`src/rtl/mango_config.svh`:
```
// Core configuration macros.
// Widths, boot address, fetch step, opcode and function codes.

`ifndef MANGO_CONFIG_SVH
`define MANGO_CONFIG_SVH

// ######################################################################
// widths and addresses
// ######################################################################
`define MANGO_DATA_W       32
`define MANGO_REG_ADDR_W   5
`define MANGO_RESET_PC     32'hBFC0_0000
`define MANGO_PC_STEP      32'd4

// ######################################################################
// opcodes and function codes
// ######################################################################
`define MANGO_OP_SPECIAL   6'h00
`define MANGO_OP_ADDIU     6'h09
`define MANGO_OP_ORI       6'h0D
`define MANGO_OP_LUI       6'h0F

`define MANGO_FN_ADDU      6'h21
`define MANGO_FN_SUBU      6'h23
`define MANGO_FN_AND       6'h24
`define MANGO_FN_OR        6'h25
`define MANGO_FN_XOR       6'h26
`define MANGO_FN_SLT       6'h2A
`define MANGO_FN_SLTU      6'h2B

`endif

```
`src/rtl/mango_pkg.sv`:
```
// Core types: data word, register index, ALU operation.

`default_nettype none

`include "mango_config.svh"

package mango_pkg;

    typedef logic [`MANGO_DATA_W-1:0]     word_t;     // data or address.
    typedef logic [`MANGO_REG_ADDR_W-1:0] reg_addr_t;

    typedef enum logic [3:0] {
        ALU_ADD,
        ALU_SUB,
        ALU_AND,
        ALU_OR,
        ALU_XOR,
        ALU_SLT,
        ALU_SLTU,
        ALU_LUI
    } alu_op_e;

endpackage

`default_nettype wire

```
`src/rtl/mango_core_top.sv`:
```
// Core top level.
// Fetch, decode, register file and execute, plus the debug write-back ports.

`timescale 1ns/1ps
`default_nettype none

module mango_core_top import mango_pkg::*; (
    input  logic      clk_i,
    input  logic      arst_n_i,

    output logic      ibus_en_o,
    output word_t     ibus_addr_o,
    input  word_t     ibus_rdata_i,
    input  logic      ibus_stall_i,

    output word_t     debug_wb_pc_o,
    output logic      debug_wb_wen_o,
    output reg_addr_t debug_wb_wraddr_o,
    output word_t     debug_wb_wrdata_o
);

    logic      id_valid;
    word_t     id_pc;
    word_t     id_inst;

    reg_addr_t r1_addr;
    reg_addr_t r2_addr;
    word_t     r1_data;
    word_t     r2_data;

    logic      ex_valid;
    word_t     ex_pc;
    alu_op_e   ex_aluop;
    word_t     ex_opr1;
    word_t     ex_opr2;
    logic      ex_wreg;
    reg_addr_t ex_wraddr;
    word_t     ex_result;

    word_t     wb_pc;
    logic      wb_wreg;
    reg_addr_t wb_wraddr;
    word_t     wb_wrdata;

    mango_fetch mango_fetch_i (
        .clk_i        (clk_i       ),
        .arst_n_i     (arst_n_i    ),
        .ibus_stall_i (ibus_stall_i),
        .ibus_rdata_i (ibus_rdata_i),
        .ibus_en_o    (ibus_en_o   ),
        .ibus_addr_o  (ibus_addr_o ),
        .id_valid_o   (id_valid    ),
        .id_pc_o      (id_pc       ),
        .id_inst_o    (id_inst     )
    );

    mango_decode mango_decode_i (
        .clk_i       (clk_i    ),
        .arst_n_i    (arst_n_i ),
        .id_valid_i  (id_valid ),
        .id_pc_i     (id_pc    ),
        .id_inst_i   (id_inst  ),
        .r1_addr_o   (r1_addr  ),
        .r2_addr_o   (r2_addr  ),
        .r1_data_i   (r1_data  ),
        .r2_data_i   (r2_data  ),
        .ex_valid_o  (ex_valid ),
        .ex_pc_o     (ex_pc    ),
        .ex_aluop_o  (ex_aluop ),
        .ex_opr1_o   (ex_opr1  ),
        .ex_opr2_o   (ex_opr2  ),
        .ex_wreg_o   (ex_wreg  ),
        .ex_wraddr_o (ex_wraddr)
    );

    mango_regfile mango_regfile_i (
        .clk_i       (clk_i    ),
        .arst_n_i    (arst_n_i ),
        .r1_addr_i   (r1_addr  ),
        .r2_addr_i   (r2_addr  ),
        .r1_data_o   (r1_data  ),
        .r2_data_o   (r2_data  ),
        .ex_wreg_i   (ex_wreg  ),
        .ex_wraddr_i (ex_wraddr),
        .ex_result_i (ex_result),
        .wb_wreg_i   (wb_wreg  ),
        .wb_wraddr_i (wb_wraddr),
        .wb_wrdata_i (wb_wrdata)
    );

    mango_execute mango_execute_i (
        .clk_i       (clk_i    ),
        .arst_n_i    (arst_n_i ),
        .ex_valid_i  (ex_valid ),
        .ex_pc_i     (ex_pc    ),
        .ex_aluop_i  (ex_aluop ),
        .ex_opr1_i   (ex_opr1  ),
        .ex_opr2_i   (ex_opr2  ),
        .ex_wreg_i   (ex_wreg  ),
        .ex_wraddr_i (ex_wraddr),
        .ex_result_o (ex_result),
        .wb_pc_o     (wb_pc    ),
        .wb_wreg_o   (wb_wreg  ),
        .wb_wraddr_o (wb_wraddr),
        .wb_wrdata_o (wb_wrdata)
    );

    // retirement trace.
    assign debug_wb_pc_o     = wb_pc;
    assign debug_wb_wen_o    = wb_wreg;
    assign debug_wb_wraddr_o = wb_wraddr;
    assign debug_wb_wrdata_o = wb_wrdata;

endmodule

`default_nettype wire

```
`src/rtl/mango_decode.sv`:
```
// Decode stage.
// Field split, ALU op mapping, operand select, decode-to-execute register.

`timescale 1ns/1ps
`default_nettype none

`include "mango_config.svh"

module mango_decode import mango_pkg::*; (
    input  logic      clk_i,
    input  logic      arst_n_i,
    input  logic      id_valid_i,
    input  word_t     id_pc_i,
    input  word_t     id_inst_i,
    output reg_addr_t r1_addr_o,
    output reg_addr_t r2_addr_o,
    input  word_t     r1_data_i,
    input  word_t     r2_data_i,
    output logic      ex_valid_o,
    output word_t     ex_pc_o,
    output alu_op_e   ex_aluop_o,
    output word_t     ex_opr1_o,
    output word_t     ex_opr2_o,
    output logic      ex_wreg_o,
    output reg_addr_t ex_wraddr_o
);

    logic [5:0]  opcode;
    logic [5:0]  funct;
    logic [15:0] imm;
    reg_addr_t   rs;
    reg_addr_t   rt;
    reg_addr_t   rd;

    alu_op_e     aluop;
    reg_addr_t   dest;
    word_t       imm_ext;
    logic        use_imm;
    logic        known;

    assign opcode = id_inst_i[31:26];
    assign rs     = reg_addr_t'(id_inst_i[25:21]);
    assign rt     = reg_addr_t'(id_inst_i[20:16]);
    assign rd     = reg_addr_t'(id_inst_i[15:11]);
    assign funct  = id_inst_i[5:0];
    assign imm    = id_inst_i[15:0];

    assign r1_addr_o = rs;
    assign r2_addr_o = rt;

    // ##################################################################
    // instruction decode
    // ##################################################################
    always_comb begin
        aluop   = ALU_ADD;
        dest    = rd;
        imm_ext = word_t'(imm);                    // zero-extended.
        use_imm = 1'b0;
        known   = 1'b1;
        case (opcode)
            `MANGO_OP_SPECIAL: begin
                case (funct)
                    `MANGO_FN_ADDU: aluop = ALU_ADD;
                    `MANGO_FN_SUBU: aluop = ALU_SUB;
                    `MANGO_FN_AND:  aluop = ALU_AND;
                    `MANGO_FN_OR:   aluop = ALU_OR;
                    `MANGO_FN_XOR:  aluop = ALU_XOR;
                    `MANGO_FN_SLT:  aluop = ALU_SLT;
                    `MANGO_FN_SLTU: aluop = ALU_SLTU;
                    default:        known = 1'b0;
                endcase
            end
            `MANGO_OP_ADDIU: begin
                aluop   = ALU_ADD;
                dest    = rt;
                use_imm = 1'b1;
                imm_ext = word_t'(signed'(imm));   // sign-extended.
            end
            `MANGO_OP_ORI: begin
                aluop   = ALU_OR;
                dest    = rt;
                use_imm = 1'b1;
            end
            `MANGO_OP_LUI: begin
                aluop   = ALU_LUI;
                dest    = rt;
                use_imm = 1'b1;
            end
            default: known = 1'b0;                 // retires as a no-op.
        endcase
    end

    // ##################################################################
    // decode-to-execute register
    // ##################################################################
    always_ff @(posedge clk_i or negedge arst_n_i) begin
        if (!arst_n_i) begin
            ex_valid_o <= 1'b0;
            ex_wreg_o  <= 1'b0;
        end else begin
            ex_valid_o <= id_valid_i;
            ex_wreg_o  <= id_valid_i && known && (dest != '0);
        end
    end

    always_ff @(posedge clk_i) begin
        ex_pc_o     <= id_pc_i;
        ex_aluop_o  <= aluop;
        ex_opr1_o   <= r1_data_i;
        ex_opr2_o   <= use_imm ? imm_ext : r2_data_i;
        ex_wraddr_o <= dest;
    end

endmodule

`default_nettype wire

```
`src/rtl/mango_execute.sv`:
```
// Execute stage.
// ALU and the execute-to-write-back register.

`timescale 1ns/1ps
`default_nettype none

`include "mango_config.svh"

module mango_execute import mango_pkg::*; (
    input  logic      clk_i,
    input  logic      arst_n_i,
    input  logic      ex_valid_i,
    input  word_t     ex_pc_i,
    input  alu_op_e   ex_aluop_i,
    input  word_t     ex_opr1_i,
    input  word_t     ex_opr2_i,
    input  logic      ex_wreg_i,
    input  reg_addr_t ex_wraddr_i,
    output word_t     ex_result_o,
    output word_t     wb_pc_o,
    output logic      wb_wreg_o,
    output reg_addr_t wb_wraddr_o,
    output word_t     wb_wrdata_o
);

    localparam int HALF_W = `MANGO_DATA_W / 2;

    // ##################################################################
    // ALU
    // ##################################################################
    always_comb begin
        case (ex_aluop_i)
            ALU_ADD:  ex_result_o = ex_opr1_i + ex_opr2_i;   // wraps.
            ALU_SUB:  ex_result_o = ex_opr1_i - ex_opr2_i;
            ALU_AND:  ex_result_o = ex_opr1_i & ex_opr2_i;
            ALU_OR:   ex_result_o = ex_opr1_i | ex_opr2_i;
            ALU_XOR:  ex_result_o = ex_opr1_i ^ ex_opr2_i;
            ALU_SLT:  ex_result_o = word_t'($signed(ex_opr1_i) < $signed(ex_opr2_i));
            ALU_SLTU: ex_result_o = word_t'(ex_opr1_i < ex_opr2_i);
            ALU_LUI:  ex_result_o = {ex_opr2_i[HALF_W-1:0], {HALF_W{1'b0}}};
            default:  ex_result_o = '0;
        endcase
    end

    // ##################################################################
    // execute-to-write-back register
    // ##################################################################
    always_ff @(posedge clk_i or negedge arst_n_i) begin
        if (!arst_n_i) begin
            wb_wreg_o <= 1'b0;
        end else begin
            wb_wreg_o <= ex_valid_i & ex_wreg_i;
        end
    end

    always_ff @(posedge clk_i) begin
        wb_pc_o     <= ex_pc_i;
        wb_wraddr_o <= ex_wraddr_i;
        wb_wrdata_o <= ex_result_o;
    end

endmodule

`default_nettype wire

```
`src/rtl/mango_fetch.sv`:
```
// Fetch stage.
// Program counter, instruction bus request, fetch-to-decode register.

`timescale 1ns/1ps
`default_nettype none

`include "mango_config.svh"

module mango_fetch import mango_pkg::*; (
    input  logic  clk_i,
    input  logic  arst_n_i,
    input  logic  ibus_stall_i,
    input  word_t ibus_rdata_i,
    output logic  ibus_en_o,
    output word_t ibus_addr_o,
    output logic  id_valid_o,
    output word_t id_pc_o,
    output word_t id_inst_o
);

    word_t pc_q;
    logic  fetch_ok;

    assign ibus_en_o   = 1'b1;           // core always fetches.
    assign ibus_addr_o = pc_q;
    assign fetch_ok    = ibus_en_o & ~ibus_stall_i;

    always_ff @(posedge clk_i or negedge arst_n_i) begin
        if (!arst_n_i) begin
            pc_q       <= `MANGO_RESET_PC;
            id_valid_o <= 1'b0;
        end else begin
            id_valid_o <= fetch_ok;      // bubble while stalled.
            if (fetch_ok) begin
                pc_q <= pc_q + `MANGO_PC_STEP;
            end
        end
    end

    always_ff @(posedge clk_i) begin
        if (fetch_ok) begin
            id_pc_o   <= pc_q;
            id_inst_o <= ibus_rdata_i;
        end
    end

endmodule

`default_nettype wire

```
`src/rtl/mango_regfile.sv`:
```
// Register file.
// 32 entries, register 0 fixed at zero, EX and WB bypass on both reads.

`timescale 1ns/1ps
`default_nettype none

`include "mango_config.svh"

module mango_regfile import mango_pkg::*; (
    input  logic      clk_i,
    input  logic      arst_n_i,
    input  reg_addr_t r1_addr_i,
    input  reg_addr_t r2_addr_i,
    output word_t     r1_data_o,
    output word_t     r2_data_o,
    input  logic      ex_wreg_i,
    input  reg_addr_t ex_wraddr_i,
    input  word_t     ex_result_i,
    input  logic      wb_wreg_i,
    input  reg_addr_t wb_wraddr_i,
    input  word_t     wb_wrdata_i
);

    localparam int NUM_REGS = 2 ** `MANGO_REG_ADDR_W;

    word_t regs [NUM_REGS];

    // youngest result wins.
    function automatic word_t bypass_read(input reg_addr_t addr);
        word_t value;
        if (addr == '0) begin
            value = '0;
        end else if (ex_wreg_i && (ex_wraddr_i == addr)) begin
            value = ex_result_i;
        end else if (wb_wreg_i && (wb_wraddr_i == addr)) begin
            value = wb_wrdata_i;
        end else begin
            value = regs[addr];
        end
        return value;
    endfunction

    always_comb begin
        r1_data_o = bypass_read(r1_addr_i);
        r2_data_o = bypass_read(r2_addr_i);
    end

    always_ff @(posedge clk_i or negedge arst_n_i) begin
        if (!arst_n_i) begin
            for (int i = 0; i < NUM_REGS; i++) begin
                regs[i] <= '0;
            end
        end else if (wb_wreg_i && (wb_wraddr_i != '0)) begin
            regs[wb_wraddr_i] <= wb_wrdata_i;  // entry 0 never written.
        end
    end

endmodule

`default_nettype wire

```
`config.mk`:
```
export PLATFORM = sky130hd
export DESIGN_NAME = mango_core_top
export DESIGN_NICKNAME = d
export VERILOG_FILES = /design/src/rtl/mango_pkg.sv /design/src/rtl/mango_core_top.sv /design/src/rtl/mango_decode.sv /design/src/rtl/mango_execute.sv /design/src/rtl/mango_fetch.sv /design/src/rtl/mango_regfile.sv
export VERILOG_INCLUDE_DIRS = /design/src /design/src/rtl
export SDC_FILE = /design/constraint.sdc
export NUM_CORES = 2
export LEC_CHECK = 0
export BUFFER_PORTS_ARGS = -buffer_cell sky130_fd_sc_hd__buf_2
export CAP_MARGIN = 20
export CELL_PAD_IN_SITES_DETAIL_PLACEMENT = 2
export CELL_PAD_IN_SITES_GLOBAL_PLACEMENT = 2
export CORE_MARGIN = 3
export CORE_UTILIZATION = 45
export DETAILED_ROUTE_END_ITERATION = 16
export PLACE_DENSITY = 0.8
export SLEW_MARGIN = 10
export SYNTH_ARGS = -nofsm -noshare
export SYNTH_HDL_FRONTEND = slang
export SYNTH_SLANG_ARGS = --single-unit
```
`constraint.sdc`:
```
create_clock -name clk_i -period 6.35 [get_ports clk_i]
set_input_delay 0.635 -clock clk_i [delete_from_list [all_inputs] [get_ports clk_i]]
set_output_delay 0.635 -clock clk_i [all_outputs]
set_load 0.03 [all_outputs]
```
# Yosys cells after proc, flatten, opt, wreduce, memory -nomap -nowiden
# Cells that the tools add are included.
[word_totals]
regBits = 1298
in_bits = 35
out_inout_bits = 103
word_cells = 124
[classes]
n_addsub = 3
magnitude_cmp = 6
n_eq_ne = 21
mux = 23
bitwise = 8
reduce_logical = 16
[ops]
columns = ["op", "count"]
rows = [
  ["bitwise mux 1024 bit", 1],
  ["two-way mux 32 bit", 12],
  ["binary-select mux 32 bit (select 5 bit)", 2],
  ["one-hot mux 32 bit (8 select lines)", 1],
  ["demux 32 bit (select 5 bit)", 1],
  ["less-than comparator 32 bit", 2],
  ["equality test 6 bit, second input constant", 7],
  ["adder 32 x 3 -> 32 bit, second input constant", 1],
  ["adder 32 bit", 1],
  ["bitwise AND 32 bit", 1],
  ["bitwise OR 32 bit", 1],
  ["subtractor 32 bit", 1],
  ["XOR 32 bit", 1],
  ["equality test 5 bit", 4],
  ["equality test 6 x 4 -> 1 bit, second input constant", 3],
  [">= comparator 6 bit, second input constant", 3],
  ["inverter 5 -> 6 bit", 3],
  ["one-hot mux 3 bit (6 select lines)", 1],
  ["equality test 4 x 3 -> 1 bit, second input constant", 4],
  ["one-hot mux 4 bit (3 select lines)", 1],
  ["logical NOT 5 bit", 2],
  ["nonzero test 5 bit", 2],
  ["equality test 4 x 2 -> 1 bit, second input constant", 2],
  ["logical AND 1 bit", 8],
  ["11 further kinds", 12],
]

# Depth between registers and ports, before layout
[depth]
word_depth = 8
mapped_depth = 13
ltp_nobuf = 12

# Hierarchy
# Synthesis repeated with hierarchy kept, for this count alone.
[hier_totals]
cells_unflattened = 4984
hier_area_um2 = 67877.6
[by_module_without_submodules]
columns = ["mod", "instances", "cells_per_inst", "area_per_inst_um2", "seq_area_each_um2"]
rows = [
  ["mango_regfile", 1, 3758, 55253.0, 25624.6],
  ["mango_execute", 1, 816, 6266.0, 1406.3],
  ["mango_fetch", 1, 179, 3280.6, 2648.8],
  ["mango_decode", 1, 231, 3078.0, 2132.0],
]

# Least setup slack after synthesis
# OpenSTA, ideal clock, no wires.
[synth_path]
kind = "register to register"
start = "register mango_decode_i.ex_opr1_o[0]"
end = "register mango_decode_i.ex_opr2_o[28]"
setup_ps = 120
arrival_ps = 2922
required_time_ps = 6230
slack_ps = 3309
stages_incl_launch_ff = 13
n_path_buf = 0
synth_period_minus_slack_ps = 3041
path_cell_list = "dfxtp_1 > inv_1 > ha_1 > fa_1 > o21ba_1 > or4_4 > a21oi_2 > nor4_2 > o31ai_4 > a21oi_1 > a211oi_1 > o221ai_2 > a211o_1"
[synth_via]
elab_chain_cells = 5
word_cells_on_any_way = 6
cone_classes = "2 x add/sub; 4 x mux"
[synth_lines]
columns = ["item", "line_no", "text"]
rows = [
  ["start: declaration", "mango_decode.sv:22", "output word_t ex_opr1_o,"],
  ["start signal: assignment", "mango_decode.sv:109", "ex_opr1_o <= r1_data_i;"],
  ["subtractor 32 bit or adder 32 bit (tied branches)", "mango_execute.sv:34, mango_execute.sv:33", ""],
  ["one-hot mux 32 bit (8 select lines) *", "mango_execute.sv:32", "case (ex_aluop_i)"],
  ["net ex_result[28]", "mango_core_top.sv:38", "word_t ex_result;"],
  ["two-way mux 32 bit *", "mango_regfile.sv:33", "end else if (ex_wreg_i && (ex_wraddr_i == addr)) begin"],
  ["two-way mux 32 bit *", "mango_regfile.sv:31", "if (addr == '0) begin"],
  ["two-way mux 32 bit *", "mango_decode.sv:110", "ex_opr2_o <= use_imm ? imm_ext : r2_data_i;"],
  ["end signal: assignment", "mango_decode.sv:110", ""],
  ["end: declaration", "mango_decode.sv:23", "output word_t ex_opr2_o,"],
]
# Mark *: on every way through the listed nets, which the timed path passes. The rest lies on a longest branch.
# A chain may end at the register's enable or synchronous reset.

# Final worst setup path
[layout_path]
start = "register mango_decode_i.ex_opr2_o[0]"
end = "register mango_decode_i.ex_opr1_o[30]"
[layout_via]
elab_chain_cells = 3
word_cells_on_any_way = 4
cone_classes = "2 x add/sub; 2 x mux"
[layout_lines]
columns = ["item", "line_no"]
rows = [
  ["subtractor 32 bit or adder 32 bit (tied branches)", "mango_execute.sv:34, mango_execute.sv:33"],
  ["one-hot mux 32 bit (8 select lines) *", "mango_execute.sv:32"],
  ["net ex_result[30]", "mango_core_top.sv:38"],
  ["two-way mux 32 bit *", "mango_regfile.sv:33"],
]
# Marked as above.

==> flow_metrics.py <==
metrics = {
    "worst_setup_path": {
        "critPathCaptureType": "flop",
        "crit_fanout": 5,
        "cp.required_ns": 7.08,
        "worstSetupPathType": "flop to flop",
        "crit_arrival_ns": 5.08,
        "crit_path_start_kind": "flop",
    },
    "sta": {
        "setup_tns_ns": 0,
        "slew_headroom_pct": 9.741,
        "tightest_slew_ns": 1.354,
        "rsz0062_at_grt": "false",
        "final.min_clock_period_ns": 4.345,
        "timing.final.crit_share_pct": 68.43,
        "setup_viol": 0,
        "finalHoldViolations": 0,
        "finalMaxSlewViolations": 0,
        "fmax_ghz": 0.2301,
        "skew_ns": 0.04800,
    },
    "logic_synthesis": {
        "ys.flop_type": "dfrtp_1",
        "ys_async_sr_fraction_pct": 82.08,
        "yosysMostFrequentCell": "dfrtp_1",
        "synth_warnings": 0,
        "avgSynthCellArea_um2": 14.35,
        "synth_top_area_share_pct": 38.55,
        "synthTopCellsByCount": "dfrtp_1, mux2_2, mux4_2",
        "netlist_instances": 4747,
        "netlist_top_cells_area": "dfrtp_1, mux4_2, mux2_2",
        "syn_area_mm2": 0.06810,
        "synth_largest_area_cell": "dfrtp_1",
        "ys_types": 95,
        "synth_edf_count": 62,
        "ys_ff_latch": 1289,
        "yosysSeqAreaShare_pct": 46.59,
    },
    "route": {
        "drt-wirelength-per-cell_um": 39.38,
        "ant_nets": 0,
        "firstDrtPassIters": 5,
        "routed_wl_mm": 270.4,
        "first_iter_violations": 4760,
        "drc": 0,
        "via_count": 47240,
        "routed_via_density": 6.880,
    },
    "final_layout": {
        "nets": 4870,
        "area_growth_pct": 12.01,
        "final_area_mm2": 0.07628,
        "drive_gt1_share_pct": 45.49,
    },
    "power": {
        "ir_drop_v": 0.0002701,
        "powerDensity_mw_per_mm2": 248.1,
        "p_leak_nw": 34.27,
        "p_total_mw": 18.93,
    },
    "global_route": {
        "grt_pass1_wl_mm": 396.1,
        "gr-usage-all-layers_pct": 34.66,
        "gr-total-overflow": 0,
        "grt_pass1_vias": 52880,
        "grt_antenna_before_repair": 9,
        "grt_max_degree": 174,
    },
    "placement": {
        "dp_hpwl_mm": 152.0,
        "gp_congestion": 1.002,
        "port_buffers": 132,
        "placed_cell_area_mm2": 0.07090,
    },
    "floorplan": {
        "io_pins": 138,
        "rows": 142,
        "fp.dieH_um": 395.0,
        "core-area_mm2": 0.1501,
        "die_x_um": 395.0,
        "dieArea_mm2": 0.1560,
        "initial_core_util_pct": 45.36,
    },
    "clock_tree": {
        "clk_pin_slew_worst_paths_ns": 0.07,
        "clk_latency_ns": 0.83,
        "postCtsSetupBuffers": 0,
        "cts_buffer_depth": 3,
        "cts_root_buf": "clkbuf_16",
        "cts_sinks": 1289,
        "cts_tree": "yes",
        "numCtsBuffers": 146,
        "htreeDepth": 4,
    },
    "run_status": {
        "outcome": "complete, no violations",
    },
    "flow_run": {
        "drv_cap": 0,
    },
    "worst_hold_path": {
        "hold_path.class": "input port to flop",
    },
}
[metal layers]
layer  global-route usage (%)  up-vias  share of wire [%]
met4                    17.13        4                4.8
met3                    8.790      729                8.8
met2                    55.35     2604                 48
met5                        0        -             0.0096
li1                         -    18080                  -
met1                    44.05    25830                 38
[per-stage QoR]
| step | utilization [%] | cells | hold slack, ns | setup slack [ns] |
|---|---|---|---|---|
| finish | 50.81 | 6866 | 0.05372 | 2.005 |
| global route | 50.80 | 6863 | 0.02823 | 1.873 |
| CTS | 50.71 | 6855 | 0.006933 | 2.177 |
| detailed placement | 47.22 | 6559 | 0.3143 | 2.344 |
| global placement | 47.20 | 6557 | 0.3110 | 2.360 |
| floorplan | - | 4750 | 0.3096 | 3.309 |
[cell families after synthesis]
group           after synthesis  synth area share, %
compound gates              496                4.942
xor+xnor                     63               0.8102
fa+ha+maj                   107                1.988
buf+inv                     583                3.379
flops                      1289                46.59
mux                        1721                38.89
other cells                   2              0.01103
simple gates                486                3.386
[timing repair]
| item | in CTS | in global routing |
|---|---|---|
| endpoints found under the hold margin | 103 | 0 |
| gates resized for setup | 0 | 0 |
| hold buffers | 29 | 0 |
[cell usage in the layout, fill, tap and decap left out, types with 100 or more instances in the layout]
cell and n:
dfrtp_1 1049, clkbuf_16 147, buf_2 132, buf_4 108, nand2_1 100, inv_1 111, ha_1 105, mux4_2 640
dfxtp_1 166, a21oi_1 133, mux2_2 999, nor2_1 171
[state kept, by name, indices dropped and copies added, names as in the netlist, 5 cells and up]
register / count
mango_regfile_i.regs: 1024
mango_decode_i.ex_opr1_o: 32
mango_decode_i.ex_opr2_o: 32
mango_execute_i.wb_wrdata_o: 32
mango_fetch_i.id_inst_o: 32
mango_decode_i.ex_pc_o: 30
mango_execute_i.wb_pc_o: 30
mango_fetch_i.ibus_addr_o: 30
mango_fetch_i.id_pc_o: 30
mango_decode_i.ex_wraddr_o: 5
mango_execute_i.wb_wraddr_o: 5
[worst paths after layout]
check | from | endpoint | slack, ns | cells past startpoint
max | mango_decode_i.ex_opr2_o[0]$_DFF_P_ | mango_decode_i.ex_opr1_o[30]$_SDFF_PN0_ | 2.00 | 12
min | ibus_rdata_i[27] | mango_fetch_i.id_inst_o[27]$_DFFE_PN_ | 0.05 | 1
max reg2reg | mango_decode_i.ex_opr2_o[0]$_DFF_P_ | mango_decode_i.ex_opr1_o[30]$_SDFF_PN0_ | 2.00 | 12
min reg2reg | mango_decode_i.ex_pc_o[28]$_DFF_P_ | mango_execute_i.wb_pc_o[28]$_DFF_P_ | 0.32 | 0
max in group asynchronous | arst_n_i | mango_regfile_i.regs[396]$_DFFE_PN0P_ | 4.14 | 4
min in group asynchronous | arst_n_i | mango_regfile_i.regs[712]$_DFFE_PN0P_ | 0.45 | 2
[power breakdown]
part / total (mW) / switching [mW] / internal (mW) / leakage, nW
Clock: 8.88 / 3.93 / 4.94 / 2.37
Sequential: 8.51 / 0.139 / 8.38 / 16.7
Combinational: 1.53 / 1.04 / 0.493 / 15.2
Total: 18.9 / 5.11 / 13.8 / 34.3
[cell type report]
| cell class | count | area [um2] |
|---|---|---|
| clock inverters | 58 | 859.6 |
| flip-flops and latches | 1289 | 31740 |
| diodes | 3 | 7.507 |
| fillers | 13500 | 73850 |
| multi-input cells | 2878 | 34340 |
| clock buffers | 209 | 4081 |
| repair buffers | 297 | 2302 |
| inverters | 116 | 436.7 |
| well taps | 2016 | 2522 |
[critical path, stage by stage, from the launching register on]
cell and delay, ns:
dfxtp_1 0.38, ha_1 0.27, inv_1 0.08, fa_1 0.42, nor2b_1 0.26, o2111ai_1 0.22
and4_1 0.28, nor4_1 0.59, o21ai_0 0.55, a211oi_1 0.34, nor4_1 0.09, a22oi_1 0.55
a22o_1 0.23
Note: power is estimated with default switching activity, not from simulation.
